--- src/hdl/tx_pkg.sv ---
package tx_pkg;

    // UART bit timing
    localparam int CLKS_PER_BAUD = 16;
    localparam int BAUD_CNT_W    = $clog2(CLKS_PER_BAUD);

    // Packet geometry
    localparam int PACKET_BYTES = 4;
    localparam int PACKET_BITS  = PACKET_BYTES * 8;
    localparam int BYTE_CNT_W   = $clog2(PACKET_BYTES);
    localparam int BIT_CNT_W    = $clog2(PACKET_BITS + 1);

    // DAC side, offset binary
    localparam int DATA_WIDTH         = 12;
    localparam int SAMPLES_PER_SYMBOL = 8;
    localparam int SAMPLE_IDX_W       = $clog2(SAMPLES_PER_SYMBOL);
    localparam logic [DATA_WIDTH-1:0] DAC_MID = DATA_WIDTH'(2048);

    // 1800 * sin(22.5 + k*45 deg), rounded; one full period per symbol
    localparam int SINE_AMP [SAMPLES_PER_SYMBOL] = '{
        689, 1663, 1663, 689,
        -689, -1663, -1663, -689
    };

    typedef enum logic [1:0] {
        UART_IDLE,
        UART_START,
        UART_DATA,
        UART_STOP
    } uart_state_e;

    typedef struct packed {
        logic [7:0] data;
        logic       frame_err;
    } rx_byte_t;

    // First received byte sits in the top byte
    typedef struct packed {
        logic [PACKET_BITS-1:0] payload;
    } packet_t;

    typedef enum logic {
        MOD_IDLE,
        MOD_SYMBOL
    } mod_state_e;

endpackage

--- src/hdl/uart_byte_read.sv ---
`timescale 1ns/10ps

module uart_byte_read (
    input  logic             clk,
    input  logic             rst,
    input  logic             rxd,
    output tx_pkg::rx_byte_t rx_byte,
    output logic             rx_strobe,
    output logic             framing_error
);

    import tx_pkg::*;

    // Bit 1 is the synchronised line, bit 2 its value one cycle earlier
    logic [2:0]            rxd_pipe;
    logic                  rxd_s;
    logic                  start_edge;

    uart_state_e           state;
    logic [BAUD_CNT_W-1:0] baud_cnt;
    logic [2:0]            bit_cnt;
    logic [7:0]            shift_reg;
    logic                  baud_half;
    logic                  baud_full;
    logic                  sample_bit;
    logic                  sample_stop;

    assign rxd_s       = rxd_pipe[1];
    assign start_edge  = rxd_pipe[2] & ~rxd_pipe[1];
    assign baud_half   = baud_cnt == BAUD_CNT_W'(CLKS_PER_BAUD / 2 - 1);
    assign baud_full   = baud_cnt == BAUD_CNT_W'(CLKS_PER_BAUD - 1);
    assign sample_bit  = (state == UART_DATA) && baud_full;
    assign sample_stop = (state == UART_STOP) && baud_full;

    always_ff @(posedge clk) begin
        if (rst) begin
            rxd_pipe <= '1;
        end else begin
            rxd_pipe <= {rxd_pipe[1:0], rxd};
        end
    end

    always_ff @(posedge clk) begin
        if (rst) begin
            state         <= UART_IDLE;
            baud_cnt      <= '0;
            bit_cnt       <= '0;
            rx_strobe     <= 1'b0;
            framing_error <= 1'b0;
        end else begin
            rx_strobe     <= 1'b0;
            framing_error <= 1'b0;
            baud_cnt      <= baud_cnt + 1'b1;
            case (state)
                UART_IDLE: begin
                    baud_cnt <= '0;
                    // Falling edge only, so a held-low line is not a new start
                    if (start_edge) begin
                        baud_cnt <= BAUD_CNT_W'(1);
                        state    <= UART_START;
                    end
                end
                UART_START: begin
                    if (rxd_s) begin
                        // Glitch, back to idle
                        state <= UART_IDLE;
                    end else if (baud_half) begin
                        baud_cnt <= '0;
                        bit_cnt  <= '0;
                        state    <= UART_DATA;
                    end
                end
                UART_DATA: begin
                    if (baud_full) begin
                        bit_cnt <= bit_cnt + 1'b1;
                        if (bit_cnt == 3'd7) begin
                            state <= UART_STOP;
                        end
                    end
                end
                UART_STOP: begin
                    if (baud_full) begin
                        rx_strobe     <= rxd_s;
                        framing_error <= ~rxd_s;
                        state         <= UART_IDLE;
                    end
                end
                default: state <= UART_IDLE;
            endcase
        end
    end

    // LSB arrives first
    always_ff @(posedge clk) begin
        if (sample_bit) begin
            shift_reg <= {rxd_s, shift_reg[7:1]};
        end
        if (sample_stop) begin
            rx_byte.data      <= shift_reg;
            rx_byte.frame_err <= ~rxd_s;
        end
    end

endmodule

--- src/hdl/byte_packet_buffer.sv ---
`timescale 1ns/10ps

module byte_packet_buffer (
    input  logic             clk,
    input  logic             rst,
    input  tx_pkg::rx_byte_t rx_byte,
    input  logic             rx_strobe,
    output tx_pkg::packet_t  packet,
    output logic             packet_pending,
    input  logic             packet_take
);

    import tx_pkg::*;

    logic [BYTE_CNT_W-1:0] byte_cnt;
    logic                  last_byte;
    logic                  accept;

    // Good bytes only, and none while a packet is waiting
    assign accept    = rx_strobe & ~rx_byte.frame_err & ~packet_pending;
    assign last_byte = byte_cnt == BYTE_CNT_W'(PACKET_BYTES - 1);

    always_ff @(posedge clk) begin
        if (rst) begin
            byte_cnt       <= '0;
            packet_pending <= 1'b0;
        end else begin
            if (accept) begin
                if (last_byte) begin
                    byte_cnt       <= '0;
                    packet_pending <= 1'b1;
                end else begin
                    byte_cnt <= byte_cnt + 1'b1;
                end
            end
            if (packet_take) begin
                packet_pending <= 1'b0;
            end
        end
    end

    // Sending order: byte 0 goes to the top of the payload
    always_ff @(posedge clk) begin
        if (accept) begin
            packet.payload[(PACKET_BYTES - 1 - int'(byte_cnt)) * 8 +: 8] <= rx_byte.data;
        end
    end

endmodule

--- src/hdl/parallel_serial.sv ---
`timescale 1ns/10ps

module parallel_serial (
    input  logic            clk,
    input  logic            rst,
    input  tx_pkg::packet_t packet,
    input  logic            packet_pending,
    output logic            packet_take,
    input  logic            ser_next,
    output logic            bit_out,
    output logic            bit_valid,
    output logic            done
);

    import tx_pkg::*;

    logic [PACKET_BITS-1:0] shift_reg;
    logic [BIT_CNT_W-1:0]   bits_left;
    logic                   advance;

    assign bit_valid   = bits_left != '0;
    assign bit_out     = shift_reg[PACKET_BITS-1];
    // Load only when the previous packet is fully out
    assign packet_take = packet_pending & ~bit_valid;
    assign advance     = ser_next & bit_valid;

    always_ff @(posedge clk) begin
        if (rst) begin
            bits_left <= '0;
            done      <= 1'b0;
        end else begin
            done <= 1'b0;
            if (packet_take) begin
                bits_left <= BIT_CNT_W'(PACKET_BITS);
            end else if (advance) begin
                bits_left <= bits_left - 1'b1;
                if (bits_left == BIT_CNT_W'(1)) begin
                    done <= 1'b1;
                end
            end
        end
    end

    // MSB first
    always_ff @(posedge clk) begin
        if (packet_take) begin
            shift_reg <= packet.payload;
        end else if (advance) begin
            shift_reg <= {shift_reg[PACKET_BITS-2:0], 1'b0};
        end
    end

endmodule

--- src/hdl/signal_modulator.sv ---
`timescale 1ns/10ps

module signal_modulator (
    input  logic                          clk,
    input  logic                          rst,
    input  logic                          bit_out,
    input  logic                          bit_valid,
    output logic                          ser_next,
    output logic [tx_pkg::DATA_WIDTH-1:0] dac,
    output logic                          tx_active
);

    import tx_pkg::*;

    mod_state_e              state;
    logic [SAMPLE_IDX_W-1:0] sample_idx;
    logic                    cur_bit;
    logic                    boundary;
    logic                    sym_bit;
    logic [DATA_WIDTH-1:0]   amp;
    logic [DATA_WIDTH-1:0]   next_sample;

    // sample_idx is the sample being computed; dac shows it on the next cycle.
    // Index stays at zero while idle, so idle and symbol boundary load alike.
    assign boundary = (state == MOD_IDLE) || (sample_idx == '0);

    // Asked one cycle early so the next bit is ready at the boundary
    assign ser_next = (state == MOD_SYMBOL) &&
                      (sample_idx == SAMPLE_IDX_W'(SAMPLES_PER_SYMBOL - 1));

    assign sym_bit     = boundary ? bit_out : cur_bit;
    assign amp         = DATA_WIDTH'(SINE_AMP[sample_idx]);
    // A zero bit flips the phase by 180 degrees
    assign next_sample = sym_bit ? DAC_MID + amp : DAC_MID - amp;

    always_ff @(posedge clk) begin
        if (rst) begin
            state      <= MOD_IDLE;
            sample_idx <= '0;
            dac        <= DAC_MID;
            tx_active  <= 1'b0;
        end else if (boundary && !bit_valid) begin
            // Nothing left to send
            state      <= MOD_IDLE;
            sample_idx <= '0;
            dac        <= DAC_MID;
            tx_active  <= 1'b0;
        end else begin
            state      <= MOD_SYMBOL;
            sample_idx <= sample_idx + 1'b1;
            dac        <= next_sample;
            tx_active  <= 1'b1;
        end
    end

    // Bit held for the rest of the symbol
    always_ff @(posedge clk) begin
        if (boundary) begin
            cur_bit <= bit_out;
        end
    end

endmodule

--- src/hdl/transmitter.sv ---
`timescale 1ns/10ps

module transmitter (
    input  logic                          clk,
    input  logic                          rst,
    input  logic                          uart_rxd,
    output logic [tx_pkg::DATA_WIDTH-1:0] dac,
    output logic                          tx_active,
    output logic                          framing_error
);

    import tx_pkg::*;

    rx_byte_t rx_byte;
    logic     rx_strobe;
    packet_t  packet;
    logic     packet_pending;
    logic     packet_take;
    logic     bit_out;
    logic     bit_valid;
    logic     ser_next;
    logic     ser_done;

    // Byte receiver
    uart_byte_read u_uart_rx (
        .clk           (clk),
        .rst           (rst),
        .rxd           (uart_rxd),
        .rx_byte       (rx_byte),
        .rx_strobe     (rx_strobe),
        .framing_error (framing_error)
    );

    // Bytes to packet, in sending order
    byte_packet_buffer u_buffer (
        .clk            (clk),
        .rst            (rst),
        .rx_byte        (rx_byte),
        .rx_strobe      (rx_strobe),
        .packet         (packet),
        .packet_pending (packet_pending),
        .packet_take    (packet_take)
    );

    parallel_serial u_serial (
        .clk            (clk),
        .rst            (rst),
        .packet         (packet),
        .packet_pending (packet_pending),
        .packet_take    (packet_take),
        .ser_next       (ser_next),
        .bit_out        (bit_out),
        .bit_valid      (bit_valid),
        .done           (ser_done)
    );

    // Phase keyed sine onto the DAC bus
    signal_modulator u_modulator (
        .clk       (clk),
        .rst       (rst),
        .bit_out   (bit_out),
        .bit_valid (bit_valid),
        .ser_next  (ser_next),
        .dac       (dac),
        .tx_active (tx_active)
    );

endmodule

--- config.mk ---
export PLATFORM = sky130hd
export DESIGN_NAME = transmitter
export DESIGN_NICKNAME = d
export VERILOG_FILES = /design/src/hdl/tx_pkg.sv /design/src/hdl/uart_byte_read.sv /design/src/hdl/byte_packet_buffer.sv /design/src/hdl/parallel_serial.sv /design/src/hdl/signal_modulator.sv /design/src/hdl/transmitter.sv
export SDC_FILE = /design/constraint.sdc
export NUM_CORES = 1
export LEC_CHECK = 0
export ABC_CLOCK_PERIOD_IN_PS = 2900
export BUFFER_PORTS_ARGS = -buffer_cell sky130_fd_sc_hd__clkbuf_2
export CAP_MARGIN = 10
export CORE_UTILIZATION = 35
export CTS_BUF_LIST = sky130_fd_sc_hd__clkbuf_4
export CTS_CLUSTER_SIZE = 20
export DETAILED_ROUTE_END_ITERATION = 7
export GPL_TIMING_DRIVEN = 0
export PLACE_DENSITY_LB_ADDON = 0.3
export SYNTH_ARGS = -nofsm -noshare
export SYNTH_HDL_FRONTEND = slang
export SYNTH_SLANG_ARGS = --single-unit
export TNS_END_PERCENT = 20
--- constraint.sdc ---
create_clock -name clk -period 2.9 [get_ports clk]
set_input_delay 0.145 -clock clk [delete_from_list [all_inputs] [get_ports clk]]
set_output_delay 0.145 -clock clk [all_outputs]
set_load 0.03 [all_outputs]
==> flow_summary.toml <==
[run_status]
outcome = "finished clean"

[drt]
vias = 2530
routedWlPerCell_um = 13.8
via_per_inst = 4.58
first_iter_violations = 161
totalWireLength_um = 7620
drc = 0
ant_nets = 0
drt_first_pass_iters = 4

[critical_path]
max_stage_delay_ns = 0.52
crit_path_cell_trace = "or3_1, buf_6, or2_2, o21ai_4, buf_16"
cp_max_fo = 20
crit_start = "u_serial.bits_left[2]$_SDFFE_PP0P_"
arrival_ns = 2.48
startpoint_type = "flop"
slowest_stage = "o21ai_4"
required_ns = 3.12
r2r-start = "u_serial.bits_left[2]$_SDFFE_PP0P_"
endpoint_kind = "flop"
setup.worst_path.class = "flop to flop"

[sta]
worstMarginPinSlew_ns = 0.877
slew_headroom = 0.414
drv_slew = 0
timing.fmax_ghz = 0.442
timing.final.crit_share = 0.781
rsz0062_at_grt = "false"
final.setup.tns_ns = 0
worst_slack_ns = 0.636
fin_skew_ns = 0.0205
hold_violations = 0
setup_viol = 0
period_needed_ns = 2.26

[clocking]
clock_latency_ns = 0.51
clk_pin_slew_worst_paths_ns = 0.09
cts_buffers = 17
clock_tree.root_cell = "clkbuf_4"
cts_tree = "yes"
cts.path.max_buffers = 2
post-cts-setup-buffer-count = 0
cts-resized-gates = 0
cts_hold_buf = 1
htree_levels = 4
cts_sinks = 115

[cells_and_area]
final_layout_size_suffix_gt1_frac = 0.263
syn_to_final_growth_pct = 12.6
post-route-cell-area_um2 = 5390
diodes = 0
layout_commonest_cell = "edfxtp_1"
fill_cells = 1242
finish.utilization = 0.405
finalNetCount = 380
final_cell_mix = "edfxtp_1 (81), and2_1 (42), dfxtp_1 (34)"

[power]
max-vdd-ir-drop_uv = 243
power_frac_clock = 0.385
intPower_mw = 2.26
total_power_mw = 2.85
seq_power_share = 0.609
p_per_area_nw_per_um2 = 529
power_switching_mw = 0.594
p_sw_frac = 0.208
p_leak_nw = 1.96
pwr-share-comb = 0.006

[global_route]
grt-ovfl-total = 0
grt_max_degree = 21
grt_pass1_wl_um = 12500
grt_pass1_vias = 2563
track_usage = 0.117
antenna_found_initial = 0

[place]
io_buffers = 15
placed_area_um2 = 5120
post-place-ws_ns = 0.620
dp_hpwl_um = 4910
place_congestion = 0.769

[synthesis]
synth_cells = 328
syn_avg_cell_area_um2 = 14.6
synth-xor-area-share = 0.00732
ys_seq_area_frac = 0.651
yosys.area_share.adder = 0.0340
synthArstFlopShare = 0
muxShareOfSynthArea = 0.109
synth.distinct_cells = 43
ys_warn_count = 0
synth-seq-cells = 115
synth_edf_count = 81
synth_top_family_by_area = "simple AND/OR/NAND/NOR gates"
synthFlopType = "edfxtp_1"
synth_area_um2 = 4780
synth_compound_area_frac = 0.0329
synth-simple-area-share = 0.134
syn_nets = 344

[floorplanning]
die_area_um2 = 14100
io_pins = 17
dieHeight_um = 119
rows = 42
die_w_um = 119
initial_core_util = 0.360
coreArea_um2 = 13300

[run]
maxCapViolations = 0

[min_path]
min_from = "rst"
hp-class = "primary input to flop"
final timing paths:
kind                                                          to  slack (ns)  cells past startpoint
worst min-delay path            u_uart_rx.rxd_pipe[0]$_SDFF_PP1_        0.10                      2
worst max-delay path            u_serial.shift_reg[16]$_DFFE_PP_        0.64                      5
worst max register to register  u_serial.shift_reg[16]$_DFFE_PP_        0.64                      5
worst min register to register  u_uart_rx.rxd_pipe[1]$_SDFF_PP1_        0.43                      1
cell type report:
cell class	count	area, um2	area share
buffer	16	113	0.0209
multi-input combinational	185	1530	0.283
inverter	12	45.0	0.00836
sequential	115	3110	0.578
clock buffer	19	143	0.0265
tap	176	220	0.0409
clock inverter	13	116	0.0216
timing repair buffer	17	113	0.0209
logic make-up after synthesis:
family | Yosys count
DFF | 115
and+or+nand+nor | 108
muxes | 37
buffers and inverters | 28
AOI/OAI and AO/OA | 23
adders and majority gates | 13
xor gates and xnor gates | 4
cell usage after synthesis (3+ instances only):
master,instances,area (um2)
edfxtp_1,81,2430
and2_1,42,263
dfxtp_1,34,681
mux2_4,29,435
nor2_1,19,71.3
ha_1,13,163
inv_1,12,45.0
a21oi_1,9,45.0
buf_4,6,45.0
clkbuf_1,6,22.5
nand2_1,6,22.5
nor3b_1,6,45.0
mux2i_1,5,50.1
nor3_1,5,25.0
buf_6,4,45.0
nand3_1,4,20.0
nor2b_1,4,25.0
or2_2,4,25.0
or3_1,4,25.0
a211oi_1,3,22.5
mux2_2,3,33.8
nand2b_1,3,18.8
critical path, delay by kind of cell, from the launching register on:
kind | cells | cell delay, ns
AOI/OAI and AO/OA | 1 | 0.52
and+or+nand+nor | 2 | 0.73
buffers and inverters | 2 | 0.38
DFF | 1 | 0.35
power groups by stage:
stage | logic, mW | registers (mW) | clock network, mW
4_1_cts | 0.0171 | 1.74 | 1.14
3_5_place_dp | 0.0160 | 1.78 | 0
3_3_place_gp | 0.0154 | 1.78 | 0
2_1_floorplan | 0.0112 | 1.77 | 0
6_report | 0.0167 | 1.74 | 1.10
5_1_grt | 0.0191 | 1.74 | 1.20
per-layer routing:
| layer | up-vias | GRT usage | routed length, um |
|---|---|---|---|
| met4 | 0 | 0.0593 | 96 |
| met3 | 8 | 0.0388 | 219 |
| li1 | 1251 | - | - |
| met1 | 1247 | 0.143 | 3590 |
| met5 | - | 0 | 0 |
| met2 | 24 | 0.185 | 3720 |
per-stage QoR:
step / cells / hold slack, ns
finish: 553 / 0.101
CTS: 553 / 0.0616
global placement: 519 / 0.328
floorplan: 328 / 0.249
detailed placement: 520 / 0.333
global route: 553 / 0.0858
Power figures use the tool's default switching activity.
